[config.mk]
export PLATFORM = sky130hd
export DESIGN_NAME = weight_loader
export DESIGN_NICKNAME = d
export VERILOG_FILES = /design/src/common/cnn_pkg.sv /design/src/weight_ram/weight_loader.sv
export SDC_FILE = /design/constraint.sdc
export NUM_CORES = 1
export LEC_CHECK = 0
export BUFFER_PORTS_ARGS = -buffer_cell sky130_fd_sc_hd__clkbuf_2
export CAP_MARGIN = 5
export CORE_ASPECT_RATIO = 1.4
export CORE_MARGIN = 4
export CORE_UTILIZATION = 55
export CTS_BUF_LIST = sky130_fd_sc_hd__clkbuf_4
export CTS_CLUSTER_DIAMETER = 150
export DETAILED_ROUTE_END_ITERATION = 8
export GPL_ROUTABILITY_DRIVEN = 0
export PLACE_DENSITY = 0.81
export SLEW_MARGIN = 20
export SYNTH_ARGS = -nofsm -noshare
export SYNTH_HDL_FRONTEND = slang
export SYNTH_SLANG_ARGS = --single-unit
[constraint.sdc]
create_clock -name clk -period 2.8 [get_ports clk]
set_input_delay 0.28 -clock clk [delete_from_list [all_inputs] [get_ports clk]]
set_output_delay 0.28 -clock clk [all_outputs]
set_load 0.02 [all_outputs]
[src/common/cnn_pkg.sv]
`default_nettype none

package cnn_pkg;

    // word and kernel geometry
    localparam int data_width      = 16;   // float16, stored bit-exact
    localparam int kernel_size_max = 3;
    localparam int slice_words     = kernel_size_max * kernel_size_max;

    // bank organisation, one bank per output channel
    localparam int para_y     = 4;
    localparam int bank_depth = 16;
    localparam int row_width  = 4;
    localparam int bank_width = 2;

    // command fields
    localparam int fm_size_width = 10;
    localparam int pos_width     = $clog2(slice_words);         // flat position in a slice
    localparam int ks_width      = $clog2(kernel_size_max + 1); // kernel_size 1..3

    // credit flow control on both streams
    localparam int in_credits   = 4;    // loader buffer depth
    localparam int out_credits  = 4;
    localparam int in_ptr_width = $clog2(in_credits);
    localparam int in_cnt_width = $clog2(in_credits + 1);
    localparam int credit_width = $clog2(out_credits + 1);

    // read modes
    localparam logic mode_conv = 1'b0;
    localparam logic mode_fc   = 1'b1;

    // one kernel slice, seen either as a 3x3 grid or as nine values in a row
    // kernel[r][c] sits on the same bits as flat[3r+c]
    typedef union packed {
        logic [kernel_size_max-1:0][kernel_size_max-1:0][data_width-1:0] kernel;
        logic [slice_words-1:0][data_width-1:0]                          flat;
    } weight_slice_u;

endpackage

`default_nettype wire

[src/weight_ram/weight_loader.sv]
`timescale 1ns/10ps
`default_nettype none

module weight_loader (
    input  logic                             clk,
    input  logic                             arst_n,
    input  logic                             in_valid,
    input  logic [cnn_pkg::data_width-1:0]   in_data,
    output logic                             in_credit,
    input  logic                             load_start,
    input  logic [cnn_pkg::row_width-1:0]    wr_base_row,
    input  logic [cnn_pkg::bank_width-1:0]   wr_base_bank,
    output logic                             wr_en,
    output logic [cnn_pkg::bank_width-1:0]   wr_bank,
    output logic [cnn_pkg::row_width-1:0]    wr_row,
    output cnn_pkg::weight_slice_u           wr_slice
);

    import cnn_pkg::*;

    logic [data_width-1:0]   fifo_mem [in_credits];
    logic [in_ptr_width-1:0] wp_q;
    logic [in_ptr_width-1:0] rp_q;
    logic [in_cnt_width-1:0] fill_q;
    logic                    pop;
    logic [pos_width-1:0]    word_q;
    logic [pos_width-1:0]    word_idx;
    logic                    base_pend_q;  // take the base address after reset

    assign pop      = (fill_q != '0);   // drain one word per cycle
    assign word_idx = load_start ? '0 : word_q;  // restart puts this word first

    always_ff @(posedge clk) begin
        if (in_valid) begin
            fifo_mem[wp_q] <= in_data;
        end
        if (pop) begin
            wr_slice.flat[word_idx] <= fifo_mem[rp_q];
        end
    end

    // buffer pointers and credit return
    always_ff @(posedge clk or negedge arst_n) begin
        if (!arst_n) begin
            wp_q      <= '0;
            rp_q      <= '0;
            fill_q    <= '0;
            in_credit <= 1'b0;
        end else begin
            if (in_valid) wp_q <= wp_q + 1'b1;
            if (pop) rp_q <= rp_q + 1'b1;
            case ({in_valid, pop})
                2'b10:   fill_q <= fill_q + 1'b1;
                2'b01:   fill_q <= fill_q - 1'b1;
                default: fill_q <= fill_q;
            endcase
            in_credit <= pop;   // one credit back per word taken out
        end
    end

    // slice assembly and bank/row walk
    always_ff @(posedge clk or negedge arst_n) begin
        if (!arst_n) begin
            word_q      <= '0;
            wr_en       <= 1'b0;
            wr_bank     <= '0;
            wr_row      <= '0;
            base_pend_q <= 1'b1;
        end else begin
            base_pend_q <= 1'b0;
            wr_en       <= 1'b0;
            if (pop) begin
                if (word_idx == pos_width'(slice_words - 1)) begin
                    word_q <= '0;
                    wr_en  <= 1'b1;   // ninth word, write the slice next cycle
                end else begin
                    word_q <= word_idx + 1'b1;
                end
            end else if (load_start) begin
                word_q <= '0;
            end

            if (base_pend_q || load_start) begin
                wr_bank <= wr_base_bank;
                wr_row  <= wr_base_row;
            end else if (wr_en) begin
                // slices go round the banks, then down one row
                if (wr_bank == bank_width'(para_y - 1)) begin
                    wr_bank <= '0;
                    wr_row  <= wr_row + 1'b1;
                end else begin
                    wr_bank <= wr_bank + 1'b1;
                end
            end
        end
    end

    // host sends only against credits it holds
    a_no_overrun: assert property (@(posedge clk) disable iff (!arst_n)
        in_valid |-> (fill_q != in_cnt_width'(in_credits)))
        else $error("weight_loader: word arrived with buffer full");

endmodule

`default_nettype wire

==> metrics.md <==
| Metric | Value |
|---|---|
| Status | complete, no violations |
| Fin util | 0.699 |
| Leakage | 3.78 nW |
| Number of CTS-inserted buffers | 49 |
| Sequential share of power | 0.535 |
| Drt first pass iters | 4 |
| Fillcell total | 916 |
| Post-Route Setup TNS | 0 ns |
| Std-Cell Rows | 51 |
| Critical path arrival | 2.31 ns |
| HP Class | in -> async |
| RSZ-0062 raised after global routing | false |
| Most numerous cell in the Yosys netlist | edfxtp_1 |
| CP Class | in -> reg |
| Switch share | 0.306 |
| Port Buffers | 177 |
| Fmax | 477 MHz |
| CP endpoint kind | flop |
| Synthesized cell area | 0.00777 mm^2 |
| First-pass GRT wire length | 24.2 mm |
| Max Cap Viol | 0 |
| Largest net degree at the start of global routing | 21 |
| R2R cell count | 8 |
| Antenna viol nets, final | 0 |
| Top cells by count, synth | edfxtp_1, dfrtp_1, mux4_2 |
| Psw | 0.00291 W |
| CP Launch Type | input pin |
| Syn avg cell area | 22.7 um^2 |
| CTS clock-pin slew for the worst setup and hold paths | 0.07 ns |
| Die Span Y | 149 um |
| Vias in the first global route | 4414 |
| Congestion Overflow GR | 0 |
| Die width | 108 um |
| Final min period | 2.10 ns |
| Clk pwr share | 0.235 |
| Initial Utilization | 0.559 |
| Top cells by area, synth | edfxtp_1, dfrtp_1, mux4_2 |
| Register-to-register setup slack | 0.82 ns |
| Yosys top cell by area | edfxtp_1 |
| H-tree depth | 2 |
| Initial DRC count | 158 |
| Layout cells sized above 1 | 0.439 |
| CP Launch Point | load_start |
| CORE AREA | 0.0139 mm^2 |
| Net Count, Synth | 381 |
| Share of the synthesized area in the top cell type | 0.804 |
| I/O pins | 178 |
| Ys flop type | edfxtp_1 |
| Synth-to-layout area growth | 25.1% |
| Yosys warns | 0 |
| GRT Total Usage | 0.202 |
| Final setup fails | 0 |
| Synth unique cells | 34 |
| Routed WL per cell | 19.4 um |
| Worst Skew | 0.0387 ns |
| Critical path fanouts, max | 16 |
| Seq/Total Area, Yosys | 0.868 |
| Clock latency on the worst-skew pair | 0.61 ns |
| Routed WL | 15.8 mm |
| Number of max-slew violations in the final report | 0 |
| Postcts setup bufs | 0 |
| DRC viols | 0 |
| Initial antenna violation count | 1 |
| Gate power share | 0.230 |
| Synth Register Bits | 228 |
| Final period util | 0.749 |
| Final Net Count | 632 |
| PwrDens | 979 mW/mm^2 |
| CTS tree | built |
| CP required | 3.02 ns |
| Via count of the routed design | 4184 |
| Worst vdd ir | 0.430 mV |
| Cells after Synth | 343 |
| Int Power | 0.00661 W |
| R2R Path Start | fill_q[0] |
| Slew HR | 0.400 |
| CTS Sinks | 228 |
| Clock Tree Buf Depth | 3 |
| CTS root buf | clkbuf_4 |
| DR vias/cell | 5.15 |
| Die area | 0.0161 mm^2 |
| Final hold vios | 0 |
| Worst-Margin Slew | 0.900 ns |
| Post-synth EDFFs | 208 |
| Post-DP HPWL | 10.8 mm |
| Async SR Flop Fraction | 0.0877 |
[cells by family (layout without fill, tap and decap cells)]
group / after synthesis / after routing / share of synthesized area
XOR/XNOR: 8 / 8 / 0.00902
other: 1 / 2 / 0.000483
AND/OR/NAND/NOR: 45 / 45 / 0.0312
multiplexers: 22 / 22 / 0.0541
adder cells (fa/ha/maj): 12 / 12 / 0.0203
buffers and inverters: 15 / 298 / 0.00805
flip-flops: 228 / 228 / 0.868
AO/OA/AOI/OAI: 12 / 12 / 0.00853
[what timing repair did]
action	in CTS	in global routing
hold buffers	25	0
endpoints found under the hold margin	93	0
gates resized for setup	0	0
[flip-flops by register name, indices dropped and copies added, names as in the netlist, 2 cells and up]
signal	count
wr_row	4
fifo_mem	64
fill_q	3
rp_q	2
wr_bank	2
wp_q	2
word_q	4
wr_slice	144
[metal layers]
metal / vias up / share of wire / global-route usage
li1: 1886 / - / -
met1: 2067 / 0.33 / 0.223
met2: 196 / 0.56 / 0.367
met3: 35 / 0.065 / 0.0360
met4: 0 / 0.038 / 0.101
met5: - / 0 / 0
[layout by cell type (no fill, tap or decap), types with 4 or more instances in the layout]
cell           netlist  routed
inv_1                8       8
mux4_2              16      16
clkbuf_4             0      67
and3_1               7       7
clkinv_1             0      10
ha_1                11      11
mux2i_1              6       6
a21oi_1              7       7
edfxtp_1           208     208
nand3_1              5       5
xor2_1               5       5
clkbuf_2             0     177
dfrtp_1             19      19
nor2_1              12      11
dlygate4sd3_1        0      25
and2_1               4       4
buf_4                1       4
nand2_1              6       6
[final timing paths]
kind / endpoint
worst max register to register: fill_q[2]
max in group asynchronous: rp_q[0]
worst max-delay path: wr_slice[88]
worst min-delay path: word_q[2]
worst min register to register: fill_q[2]
min in group clk: fifo_mem[3][14]
[critical path, stage by stage]
cell and delay (ns):
dlygate4sd3_1 0.54, clkbuf_2 0.17, nand2b_1 0.25, inv_1 0.14
ha_1 0.17, and3_1 0.74
[area by class of cell]
class	count	area, um^2	share of cell area
diodes	1	2.50	0.000257
clock buffers	67	503	0.0517
clock inverters	16	67.6	0.00695
inverters	9	33.8	0.00348
multi-input cells	100	968	0.0996
flip-flops and latches	228	6750	0.694
well taps	185	231	0.0238
repair buffers	206	1170	0.120
[power groups by stage]
stage	Sequential (W)	Clock, W	Combinational (W)
after floorplan	0.00548	0	0.00100
after global placement	0.00513	0	0.00210
after detailed placement	0.00517	0	0.00219
after CTS	0.00510	0.00229	0.00223
after global routing	0.00514	0.00252	0.00238
final	0.00509	0.00224	0.00219
[per-stage QoR]
step / total power (W) / hold slack (ns) / worst slack, ns / area (um^2) / std cells
2_1_floorplan: 0.00648 / -0.0156 / 0.437 / 7770 / 343
3_3_place_gp: 0.00723 / 0.258 / 0.842 / 8900 / 703
3_5_place_dp: 0.00736 / 0.265 / 0.658 / 8900 / 703
4_1_cts: 0.00962 / 0.146 / 0.756 / 9720 / 811
5_1_grt: 0.0100 / 0.229 / 0.633 / 9720 / 812
6_report: 0.00951 / 0.219 / 0.702 / 9720 / 812
No activity file was read; power rests on OpenSTA's default activity.
