==> src/common/cnn_pkg.sv <==
`default_nettype none

package cnn_pkg;

    // word and kernel geometry
    localparam int data_width      = 16;   // float16, stored bit-exact
    localparam int kernel_size_max = 3;
    localparam int slice_words     = kernel_size_max * kernel_size_max;

    // bank organisation, one bank per output channel
    localparam int para_y     = 4;
    localparam int bank_depth = 16;
    localparam int row_width  = 4;
    localparam int bank_width = 2;

    // command fields
    localparam int fm_size_width = 10;
    localparam int pos_width     = $clog2(slice_words);         // flat position in a slice
    localparam int ks_width      = $clog2(kernel_size_max + 1); // kernel_size 1..3

    // credit flow control on both streams
    localparam int in_credits   = 4;    // loader buffer depth
    localparam int out_credits  = 4;
    localparam int in_ptr_width = $clog2(in_credits);
    localparam int in_cnt_width = $clog2(in_credits + 1);
    localparam int credit_width = $clog2(out_credits + 1);

    // read modes
    localparam logic mode_conv = 1'b0;
    localparam logic mode_fc   = 1'b1;

    // one kernel slice, seen either as a 3x3 grid or as nine values in a row
    // kernel[r][c] sits on the same bits as flat[3r+c]
    typedef union packed {
        logic [kernel_size_max-1:0][kernel_size_max-1:0][data_width-1:0] kernel;
        logic [slice_words-1:0][data_width-1:0]                          flat;
    } weight_slice_u;

endpackage

`default_nettype wire

==> src/rtl/weight_issue.sv <==
`timescale 1ns/10ps
`default_nettype none

module weight_issue (
    input  logic                                           clk,
    input  logic                                           arst_n,
    input  logic                                           start,
    input  logic                                           mode,
    input  logic [cnn_pkg::ks_width-1:0]                   kernel_size,
    input  logic [cnn_pkg::row_width-1:0]                  base_row,
    input  logic [cnn_pkg::fm_size_width-1:0]              fm_total_size,
    output logic                                           busy,
    output logic                                           rd_en,
    output logic [cnn_pkg::row_width-1:0]                  rd_row,
    output logic [cnn_pkg::pos_width-1:0]                  rd_pos,
    input  logic                                           rd_stall,
    input  logic [cnn_pkg::para_y*cnn_pkg::data_width-1:0] rd_data,
    input  logic                                           rd_valid,
    output logic                                           out_valid,
    output logic [cnn_pkg::para_y*cnn_pkg::data_width-1:0] out_data,
    output logic                                           out_last,
    input  logic                                           out_credit
);

    import cnn_pkg::*;

    weight_slice_u             pos_map;    // flat index stored in every word
    logic                      walk_q;     // reads still to issue
    logic                      mode_q;
    logic [ks_width-1:0]       ks_q;
    logic [ks_width-1:0]       r_q;
    logic [ks_width-1:0]       c_q;
    logic [row_width-1:0]      row_q;
    logic [fm_size_width-1:0]  total_q;
    logic [fm_size_width-1:0]  idx_q;      // FC index, 0..total-1
    logic [pos_width-1:0]      fc_pos_q;   // idx_q mod 9 without a divider
    logic [pos_width-1:0]      conv_pos;
    logic [credit_width-1:0]   credit_q;
    logic                      accept;
    logic                      is_last;
    logic                      is_pad;
    logic                      last_q;
    logic                      pad_q;
    logic                      busy_tail_q;  // reads issued, last beat not yet out

    // kernel view of this table gives the flat position of (r, c)
    always_comb begin
        for (int i = 0; i < slice_words; i++) begin
            pos_map.flat[i] = data_width'(i);
        end
    end

    assign conv_pos = pos_map.kernel[r_q][c_q][pos_width-1:0];

    assign rd_en  = walk_q && (credit_q != '0);  // no credit, no read
    assign rd_row = row_q;
    assign rd_pos = (mode_q == mode_conv) ? conv_pos : fc_pos_q;
    assign accept = rd_en && !rd_stall;

    assign is_last = (mode_q == mode_conv) ?
                     ((r_q == ks_q - 1'b1) && (c_q == ks_q - 1'b1)) :
                     ((idx_q + fm_size_width'(1)) >= total_q);

    // a zero-length FC command still yields one beat, all zero
    assign is_pad = (mode_q == mode_fc) && (idx_q >= total_q);

    assign busy      = walk_q || busy_tail_q;
    assign out_valid = rd_valid;
    assign out_last  = rd_valid && last_q;
    assign out_data  = pad_q ? '0 : rd_data;

    always_ff @(posedge clk or negedge arst_n) begin
        if (!arst_n) begin
            walk_q      <= 1'b0;
            busy_tail_q <= 1'b0;
            mode_q      <= mode_conv;
            ks_q        <= ks_width'(1);
            r_q         <= '0;
            c_q         <= '0;
            row_q       <= '0;
            total_q     <= '0;
            idx_q       <= '0;
            fc_pos_q    <= '0;
            last_q      <= 1'b0;
            pad_q       <= 1'b0;
            credit_q    <= credit_width'(out_credits);
        end else begin
            credit_q <= credit_q - credit_width'(accept) + credit_width'(out_credit);
            if (accept) begin
                last_q <= is_last;  // tags travel with the read
                pad_q  <= is_pad;
            end
            if (out_last) begin
                busy_tail_q <= 1'b0;
            end

            if (start && !busy) begin
                walk_q   <= 1'b1;
                mode_q   <= mode;
                ks_q     <= kernel_size;
                row_q    <= base_row;
                total_q  <= fm_total_size;
                r_q      <= '0;
                c_q      <= '0;
                idx_q    <= '0;
                fc_pos_q <= '0;
            end else if (accept) begin
                if (is_last) begin
                    walk_q      <= 1'b0;
                    busy_tail_q <= 1'b1;
                end else if (mode_q == mode_conv) begin
                    if (c_q == ks_q - 1'b1) begin   // row-major over the kernel
                        c_q <= '0;
                        r_q <= r_q + 1'b1;
                    end else begin
                        c_q <= c_q + 1'b1;
                    end
                end else begin
                    idx_q <= idx_q + 1'b1;
                    if (fc_pos_q == pos_width'(slice_words - 1)) begin
                        fc_pos_q <= '0;
                        row_q    <= row_q + 1'b1;   // next slice row
                    end else begin
                        fc_pos_q <= fc_pos_q + 1'b1;
                    end
                end
            end
        end
    end

    // downstream returns only credits it was given
    a_credit_bound: assert property (@(posedge clk) disable iff (!arst_n)
        credit_q <= credit_width'(out_credits))
        else $error("weight_issue: credit count %0d over limit", credit_q);

endmodule

`default_nettype wire

==> config.mk <==
export PLATFORM = sky130hd
export DESIGN_NAME = weight_issue
export DESIGN_NICKNAME = d
export VERILOG_FILES = /design/src/common/cnn_pkg.sv /design/src/rtl/weight_issue.sv
export SDC_FILE = /design/constraint.sdc
export NUM_CORES = 1
export LEC_CHECK = 0
export BUFFER_PORTS_ARGS = -buffer_cell sky130_fd_sc_hd__buf_2
export CORE_MARGIN = 2
export CORE_UTILIZATION = 30
export CTS_BUF_LIST = sky130_fd_sc_hd__clkbuf_8
export CTS_CLUSTER_SIZE = 30
export DETAILED_ROUTE_END_ITERATION = 7
export PLACE_DENSITY = 0.6
export RECOVER_POWER = 50
export SLEW_MARGIN = 20
export SYNTH_ARGS = -nofsm -noshare
export SYNTH_HDL_FRONTEND = slang
export SYNTH_SLANG_ARGS = --single-unit
==> constraint.sdc <==
create_clock -name clk -period 7.6 [get_ports clk]
set_clock_uncertainty 0.15 [all_clocks]
set_input_delay 0.76 -clock clk [delete_from_list [all_inputs] [get_ports clk]]
set_output_delay 0.76 -clock clk [all_outputs]
set_load 0.01 [all_outputs]
==> impl_metrics.xml, run 1 <==
<?xml version="1.0" encoding="UTF-8"?>
<metrics>
  <group name="run_status">
    <metric name="outcome" unit="">complete, but fails checks</metric>
    <metric name="violations_in_the_final_reports" unit="">capacitance limit, slew limit</metric>
  </group>
  <group name="drt">
    <metric name="via_per_inst" unit="">4.74</metric>
    <metric name="ant_nets" unit="">0</metric>
    <metric name="route.final.wire_length" unit="microns">9830</metric>
    <metric name="detail_route.iter0.violations" unit="">173</metric>
    <metric name="total_number_of_vias" unit="">3152</metric>
    <metric name="detail_route.first_pass.iterations" unit="">4</metric>
    <metric name="drcViolationCount" unit="">0</metric>
    <metric name="route.detailed.wl_per_inst" unit="microns">14.8</metric>
  </group>
  <group name="logic_synthesis">
    <metric name="ys_warn_count" unit="">0</metric>
    <metric name="synth_async_sr_flop_share" unit="%">100</metric>
    <metric name="dominantRegCellSynth" unit="">sky130_fd_sc_hd__dfrtp_1</metric>
    <metric name="post_synth_fa_ha_maj_area_fraction" unit="%">12.1</metric>
    <metric name="synth_cell_type_count" unit="">54</metric>
    <metric name="synth_edf_count" unit="">0</metric>
    <metric name="post_synth_instance_area" unit="sq mm">0.00316</metric>
    <metric name="post_synth.cell_area_avg" unit="sq um">8.43</metric>
    <metric name="syn-instance-count" unit="">375</metric>
    <metric name="synth_seq_cells" unit="">42</metric>
    <metric name="yosysSeqAreaShare" unit="%">33.3</metric>
    <metric name="post_synthesis_net_count" unit="">492</metric>
    <metric name="area_fraction_in_compound_gates_after_synthesis" unit="%">15.1</metric>
    <metric name="synth.mux.area_fraction" unit="%">1.66</metric>
    <metric name="combinational_family_with_the_most_area_after_synthesis" unit="">simple AND/OR/NAND/NOR gates</metric>
    <metric name="xor_xnor_portion_of_the_synthesized_cell_area" unit="%">3.88</metric>
    <metric name="synth_simple_gate_area_share" unit="%">28.4</metric>
  </group>
  <group name="final_layout">
    <metric name="final_cell_mix" unit="">143 x sky130_fd_sc_hd__buf_2, 67 x sky130_fd_sc_hd__nor2b_1, 49 x sky130_fd_sc_hd__nand2_1</metric>
    <metric name="drive_above_1_share" unit="%">30.8</metric>
    <metric name="layout.cells.most_common" unit="">sky130_fd_sc_hd__buf_2</metric>
    <metric name="layout-area-overhead-vs-synth" unit="%">31.0</metric>
    <metric name="final-instance-count-excl-fill" unit="">665</metric>
    <metric name="final_util" unit="%">40.3</metric>
    <metric name="final_nets" unit="">645</metric>
    <metric name="antenna_cells_inserted" unit="">0</metric>
  </group>
  <group name="clocking">
    <metric name="tritoncts" unit="">yes</metric>
    <metric name="cts.sink_count" unit="">42</metric>
    <metric name="cts_max_level" unit="">2</metric>
    <metric name="cts_inserted_buffers" unit="">5</metric>
    <metric name="post_cts.repair.setup_buffers" unit="">0</metric>
    <metric name="ctsHoldBuffers" unit="">0</metric>
    <metric name="worst_skew_pair.late_latency" unit="ps">300</metric>
    <metric name="ctsLongestPathBuffers" unit="">2</metric>
    <metric name="clk_root_buf" unit="">sky130_fd_sc_hd__clkbuf_8</metric>
    <metric name="post_cts_resized" unit="">0</metric>
    <metric name="clkTransAtPathRegs" unit="ps">90</metric>
  </group>
  <group name="timing">
    <metric name="final-max-slew-violation-count" unit="">97</metric>
    <metric name="setup-tns-final" unit="ps">0</metric>
    <metric name="setup_viol" unit="">0</metric>
    <metric name="final.period_utilization" unit="%">43.0</metric>
    <metric name="hold_violations" unit="">0</metric>
    <metric name="final.min_clock_period" unit="ps">3270</metric>
    <metric name="unrepaired_setup_endpoints_after_global_routing" unit="">false</metric>
    <metric name="relSlewSlack" unit="%">-21.5</metric>
    <metric name="worstMarginPinSlew" unit="ps">1820</metric>
    <metric name="fmax" unit="MHz">306</metric>
  </group>
  <group name="critical_path">
    <metric name="critical_path_cell_with_the_highest_stage_delay" unit="">sky130_fd_sc_hd__dfrtp_1</metric>
    <metric name="critical_path_required" unit="ps">7570</metric>
    <metric name="largest_fanout_of_any_net_on_the_critical_path" unit="">15</metric>
    <metric name="worst_setup_path_start_kind" unit="">flip-flop</metric>
    <metric name="cp-end-kind" unit="">flip-flop</metric>
    <metric name="critical_path.cell_chain" unit="">ha_1 -&gt; nand3_1 -&gt; nor2_1 -&gt; nand3_1 -&gt; xnor2_1 -&gt; ha_1 -&gt; o21a_1 -&gt; a21oi_4 -&gt; o2111a_2 -&gt; and3_1 -&gt; xnor2_1 -&gt; o21ai_1</metric>
    <metric name="setup.worst_path.class" unit="">flip-flop to flip-flop</metric>
    <metric name="crit_arrival" unit="ps">3240</metric>
    <metric name="setup.worst_path.start" unit="">idx_q[0]$_DFFE_PN0P_</metric>
    <metric name="critical-path-max-stage-delay" unit="ps">450</metric>
    <metric name="reg2reg_from" unit="">idx_q[0]$_DFFE_PN0P_</metric>
  </group>
  <group name="global_routing">
    <metric name="grt_usage" unit="%">16.8</metric>
    <metric name="grt_first_pass_wirelength" unit="microns">15200</metric>
    <metric name="grt_antenna_before_repair" unit="">0</metric>
    <metric name="first_global_vias" unit="">3093</metric>
    <metric name="grt_start_max_net_pins" unit="">66</metric>
    <metric name="gr-total-overflow" unit="">0</metric>
  </group>
  <group name="place">
    <metric name="dp.cells" unit="">656</metric>
    <metric name="number_of_i_o_port_buffers" unit="">162</metric>
    <metric name="hpwlAfterDp" unit="microns">7940</metric>
    <metric name="globalplace.congestion" unit="">0.831</metric>
  </group>
  <group name="die">
    <metric name="ios" unit="">163</metric>
    <metric name="chipHeight" unit="microns">107</metric>
    <metric name="chipWidth" unit="microns">107</metric>
    <metric name="core-area" unit="sq mm">0.0103</metric>
    <metric name="placementRows" unit="">37</metric>
    <metric name="initial_core_util" unit="%">30.8</metric>
    <metric name="die-area" unit="sq mm">0.0114</metric>
  </group>
  <group name="power_and_ir_drop">
    <metric name="ir_drop" unit="uV">153</metric>
    <metric name="pwr_density_cell" unit="mW/mm^2">305</metric>
    <metric name="leakage" unit="nW">2.15</metric>
  </group>
  <group name="worst_hold_path">
    <metric name="hold_class" unit="">input port to async pin</metric>
  </group>
  <group name="run">
    <metric name="timing.max_cap.violations" unit="">3</metric>
  </group>
</metrics>
-- metal layers --
metal / vias up / global-route usage, % / part of all wire [%]
met1: 1477 / 18.9 / 39
met5: - / 0 / 0
met3: 10 / 3.16 / 5.8
met2: 107 / 32.4 / 54
met4: 0 / 3.90 / 1.2
li1: 1558 / - / -
-- area by class of cell --
class                      count  area, sq um
fill                        1059         6130
multi-input combinational    288         1930
sequential                    42         1050
timing repair buffer         164          795
tap                          136          170
inverter                      27          101
clock buffer                   6         82.6
clock inverter                 2         8.76
-- Yosys cell counts, types with 2 or more instances --
master / number / area share, %
sky130_fd_sc_hd__a21oi_1: 11 / 1.7
sky130_fd_sc_hd__and3_1: 4 / 0.79
sky130_fd_sc_hd__nor3_1: 2 / 0.32
sky130_fd_sc_hd__clkbuf_1: 13 / 1.5
sky130_fd_sc_hd__a21boi_0: 2 / 0.47
sky130_fd_sc_hd__dfrtp_1: 40 / 32
sky130_fd_sc_hd__mux2i_1: 3 / 0.95
sky130_fd_sc_hd__nor2b_1: 67 / 13
sky130_fd_sc_hd__nor4_1: 3 / 0.59
sky130_fd_sc_hd__xnor2_1: 9 / 2.5
sky130_fd_sc_hd__ha_1: 29 / 11
sky130_fd_sc_hd__nand3_1: 12 / 1.9
sky130_fd_sc_hd__a21o_1: 4 / 0.95
sky130_fd_sc_hd__dfstp_2: 2 / 1.7
sky130_fd_sc_hd__nand3b_1: 2 / 0.47
sky130_fd_sc_hd__a211o_1: 2 / 0.55
sky130_fd_sc_hd__o21ai_0: 18 / 2.8
sky130_fd_sc_hd__inv_1: 26 / 3.1
sky130_fd_sc_hd__a31oi_1: 2 / 0.40
sky130_fd_sc_hd__o21a_1: 2 / 0.47
sky130_fd_sc_hd__a211oi_1: 2 / 0.47
sky130_fd_sc_hd__nand2_1: 49 / 5.8
sky130_fd_sc_hd__o21ai_1: 11 / 1.7
sky130_fd_sc_hd__nor4bb_1: 2 / 0.63
sky130_fd_sc_hd__nor2_1: 20 / 2.4
sky130_fd_sc_hd__xor2_1: 5 / 1.4
sky130_fd_sc_hd__buf_2: 3 / 0.47
sky130_fd_sc_hd__o31ai_1: 4 / 0.95
-- stage by stage --
stage | cell area [sq um] | hold slack [ps] | power [mW] | setup WS (ps)
after floorplan | 3160 | 300 | 0.877 | 4720
after global routing | 4140 | 364 | 1.39 | 4050
after global placement | 4080 | 318 | 1.10 | 4460
after detailed placement | 4080 | 321 | 1.13 | 4360
final | 4140 | 329 | 1.27 | 4330
after CTS | 4170 | 338 | 1.29 | 4360
-- worst max-delay path: cells and delay by family (launching register included) --
| kind | cells | cell delay, ps |
|---|---|---|
| compound gates | 4 | 900 |
| simple gates | 4 | 740 |
| fa+ha+maj | 2 | 550 |
| flops | 1 | 450 |
| xor+xnor | 2 | 320 |
-- power breakdown --
group	internal, mW	leakage, nW	switching, mW
Sequential	0.310	0.531	0.124
Clock	0.0722	0.0524	0.0801
Combinational	0.293	1.57	0.387
Total	0.675	2.15	0.591
-- path summary, 6_finish.rpt --
kind                                                to  slack [ps]  depth (start not counted)
worst max-delay path             rd_row[2]$_DFFE_PN0P_        4330                         12
worst min-delay path            total_q[4]$_DFFE_PN0P_         330                          1
worst max register to register   rd_row[2]$_DFFE_PN0P_        4330                         12
worst min register to register      last_q$_DFFE_PN0P_         330                          1
max in group asynchronous        rd_row[3]$_DFFE_PN0P_        4940                          2
min in group clk                    last_q$_DFFE_PN0P_         330                          1
-- registers in the layout, summed over array words and instances (netlist names), 2 cells and up --
name / count
idx_q: 10
total_q: 10
fc_pos_q: 4
rd_row: 4
credit_q: 3
c_q: 2
ks_q: 2
r_q: 2
-- kinds of logic after synthesis --
| kind of cell | after synthesis |
|---|---|
| AND/OR/NAND/NOR | 169 |
| adder cells (fa/ha/maj) | 30 |
| flip-flops | 42 |
| XOR/XNOR | 14 |
| AO/OA/AOI/OAI | 70 |
| buffers and inverters | 45 |
| multiplexers | 5 |
Note: power is estimated with default switching activity, not from simulation.
==> inputs of run 2 (changes only) <==
Settings changed: PLACE_DENSITY 0.6 to 0.62.
Clock period 7.6 ns to 2.7 ns, I/O delays scaled along.
==> run 2 against run 1 <==
The run ends with setup timing left; die area unchanged; routed wire length up 14%; critical path depth up 1; total power rose to 3.1 times the previous value; combinational power rose to 3.4 times the previous value; sequential share of layout area down 2.7 points; worst hold slack worse by 320 ps; highest routed layer unchanged; design area up 12%; core utilization up 4.9 points; sequential power rose to 2.7 times the previous value; via count up 6.1%; first-iteration DRC count up 12%.
==> impl_metrics.xml, run 2 (same netlist as run 1, synthesis figures left out) <==
<?xml version="1.0" encoding="UTF-8"?>
<metrics>
  <group name="global_routing">
    <metric name="first_global_vias" unit="">3269</metric>
    <metric name="grt_usage" unit="%">18.9</metric>
    <metric name="gr-total-overflow" unit="">0</metric>
    <metric name="grt_start_max_net_pins" unit="">43</metric>
    <metric name="grt_first_pass_wirelength" unit="microns">16900</metric>
    <metric name="grt_antenna_before_repair" unit="">1</metric>
  </group>
  <group name="clocking">
    <metric name="clkTransAtPathRegs" unit="ps">80</metric>
    <metric name="tritoncts" unit="">yes</metric>
    <metric name="ctsLongestPathBuffers" unit="">2</metric>
    <metric name="cts.sink_count" unit="">42</metric>
    <metric name="worst_skew_pair.late_latency" unit="ps">300</metric>
    <metric name="cts_max_level" unit="">2</metric>
    <metric name="cts_inserted_buffers" unit="">5</metric>
    <metric name="clk_root_buf" unit="">sky130_fd_sc_hd__clkbuf_8</metric>
  </group>
  <group name="drt">
    <metric name="route.detailed.wl_per_inst" unit="microns">16.0</metric>
    <metric name="route.final.wire_length" unit="microns">11200</metric>
    <metric name="via_per_inst" unit="">4.76</metric>
    <metric name="drcViolationCount" unit="">0</metric>
    <metric name="total_number_of_vias" unit="">3345</metric>
    <metric name="ant_nets" unit="">0</metric>
    <metric name="detail_route.first_pass.iterations" unit="">4</metric>
    <metric name="detail_route.iter0.violations" unit="">194</metric>
  </group>
  <group name="die">
    <metric name="chipHeight" unit="microns">107</metric>
    <metric name="initial_core_util" unit="%">30.8</metric>
    <metric name="placementRows" unit="">37</metric>
    <metric name="chipWidth" unit="microns">107</metric>
    <metric name="ios" unit="">163</metric>
    <metric name="core-area" unit="sq mm">0.0103</metric>
    <metric name="die-area" unit="sq mm">0.0114</metric>
  </group>
  <group name="timing">
    <metric name="final.min_clock_period" unit="ps">2780</metric>
    <metric name="final-max-slew-violation-count" unit="">0</metric>
    <metric name="fmax" unit="MHz">359</metric>
    <metric name="setup-tns-final" unit="ps">-518</metric>
    <metric name="worstMarginPinSlew" unit="ps">1110</metric>
    <metric name="relSlewSlack" unit="%">25.7</metric>
    <metric name="final_critical_path_setup_slack" unit="ps">-83.0</metric>
    <metric name="hold_violations" unit="">0</metric>
    <metric name="final.period_utilization" unit="%">103</metric>
    <metric name="unrepaired_setup_endpoints_after_global_routing" unit="">true</metric>
    <metric name="setup_viol" unit="">13</metric>
  </group>
  <group name="power_and_ir_drop">
    <metric name="ir_drop" unit="uV">378</metric>
    <metric name="leakage" unit="nW">2.34</metric>
    <metric name="finalPower" unit="mW">3.90</metric>
    <metric name="pwr_density_cell" unit="mW/mm^2">839</metric>
  </group>
  <group name="worst_hold_path">
    <metric name="worstHoldStart" unit="">mode</metric>
    <metric name="hold_class" unit="">input port to flip-flop</metric>
  </group>
  <group name="critical_path">
    <metric name="critical_path.cell_chain" unit="">buf_6 -&gt; ha_4 -&gt; nand3_4 -&gt; nor2_4 -&gt; nand3_2 -&gt; xnor2_2 -&gt; ha_4 -&gt; o21a_1 -&gt; a21oi_4 -&gt; o2111a_2 -&gt; nor2_4 -&gt; o21ai_2 -&gt; o21ai_2</metric>
    <metric name="reg2reg_from" unit="">idx_q[1]$_DFFE_PN0P_</metric>
    <metric name="critical_path_required" unit="ps">2730</metric>
    <metric name="timing.critical_path.buf_inv" unit="">1</metric>
    <metric name="worst_setup_path_start_kind" unit="">flip-flop</metric>
    <metric name="setup.worst_path.start" unit="">idx_q[1]$_DFFE_PN0P_</metric>
    <metric name="critical_path_cell_with_the_highest_stage_delay" unit="">sky130_fd_sc_hd__dfrtp_1</metric>
    <metric name="worst_path_dominant_cell_family" unit="">compound AO/OA/AOI/OAI gates</metric>
    <metric name="setup.worst_path.class" unit="">flip-flop to flip-flop</metric>
    <metric name="crit_arrival" unit="ps">2810</metric>
    <metric name="largest_fanout_of_any_net_on_the_critical_path" unit="">5</metric>
    <metric name="critical-path-max-stage-delay" unit="ps">380</metric>
    <metric name="cp-end-kind" unit="">flip-flop</metric>
  </group>
  <group name="run_status">
    <metric name="violations_in_the_final_reports" unit="">setup timing</metric>
    <metric name="outcome" unit="">complete, but fails checks</metric>
  </group>
  <group name="place">
    <metric name="number_of_i_o_port_buffers" unit="">162</metric>
    <metric name="hpwlAfterDp" unit="microns">8930</metric>
    <metric name="globalplace.congestion" unit="">0.877</metric>
    <metric name="dp_worst_setup_slack" unit="ps">-43.3</metric>
  </group>
  <group name="final_layout">
    <metric name="final_cell_mix" unit="">136 x sky130_fd_sc_hd__buf_2, 67 x sky130_fd_sc_hd__nor2b_1, 47 x sky130_fd_sc_hd__nand2_1</metric>
    <metric name="layout-area-overhead-vs-synth" unit="%">47.1</metric>
    <metric name="reg.largest.list" unit="">idx_q (10), total_q (10)</metric>
    <metric name="layout.cells.most_common" unit="">sky130_fd_sc_hd__buf_2</metric>
    <metric name="final_nets" unit="">681</metric>
    <metric name="drive_above_1_share" unit="%">39.3</metric>
  </group>
  <group name="run">
    <metric name="timing.max_cap.violations" unit="">0</metric>
  </group>
</metrics>
## run 2: final timing paths
check,to,slack [ps],cells after the start
max,idx_q[5]$_DFFE_PN0P_,-80,13
min,mode_q$_DFFE_PN0P_,6,3
max reg2reg,idx_q[5]$_DFFE_PN0P_,-80,13
min reg2reg,last_q$_DFFE_PN0P_,340,1
max in group asynchronous,idx_q[0]$_DFFE_PN0P_,1090,2
min in group asynchronous,total_q[1]$_DFFE_PN0P_,570,2
## run 2: cell type report
class | instances | area, sq um
Clock inverter | 2 | 12.5
Multi-Input combinational cell | 288 | 2130
Clock buffer | 6 | 82.6
Timing Repair Buffer | 200 | 1100
Antenna cell | 1 | 2.50
Inverter | 27 | 101
Sequential cell | 42 | 1050
Tap cell | 136 | 170
Fill cell | 1047 | 5630
## run 2: layer usage
metal	GRT usage [%]	part of all wire, %	vias to the layer above	wire (microns)
li1	-	-	1627	-
met3	3.10	5.5	7	615
met5	0	0	-	0
met2	37.3	55	131	6180
met1	21.0	39	1580	4350
met4	4.17	0.67	0	75
## run 2: where the power goes
| group | internal [mW] | leakage, nW | switching [mW] | total [mW] |
|---|---|---|---|---|
| clock | 0.206 | 0.0472 | 0.232 | 0.438 |
| combinational | 1.02 | 1.76 | 1.28 | 2.30 |
| sequential | 0.874 | 0.530 | 0.289 | 1.16 |
| total | 2.10 | 2.34 | 1.80 | 3.90 |
## run 2: worst reg2reg max path, delay by kind of cell, from the launching register on
kind | cells | cell delay, ps
adders and majority gates | 2 | 390
buffers and inverters | 1 | 120
and+or+nand+nor | 4 | 370
DFF | 1 | 380
AOI/OAI and AO/OA | 5 | 1000
xor gates and xnor gates | 1 | 250
## run 2: per-stage QoR
stage / hold slack (ps) / instance area (sq um) / util, % / std cells
after global placement: 317 / 4320 / 42.0 / 681
after global routing: 16.4 / 4650 / 45.3 / 702
after CTS: 0.957 / 4510 / 43.9 / 695
final: 6.29 / 4650 / 45.3 / 702
after detailed placement: 317 / 4320 / 42.0 / 681
after floorplan: -176 / 3220 / - / 375
## run 2: what timing repair did
item                                   4_1_cts  5_1_grt
hold buffers                                 1        1
buffers inserted                             5        5
gates resized for setup                      8       29
pin swaps                                   10       10
setup endpoints to repair                    7       22
endpoints found under the hold margin        1       40
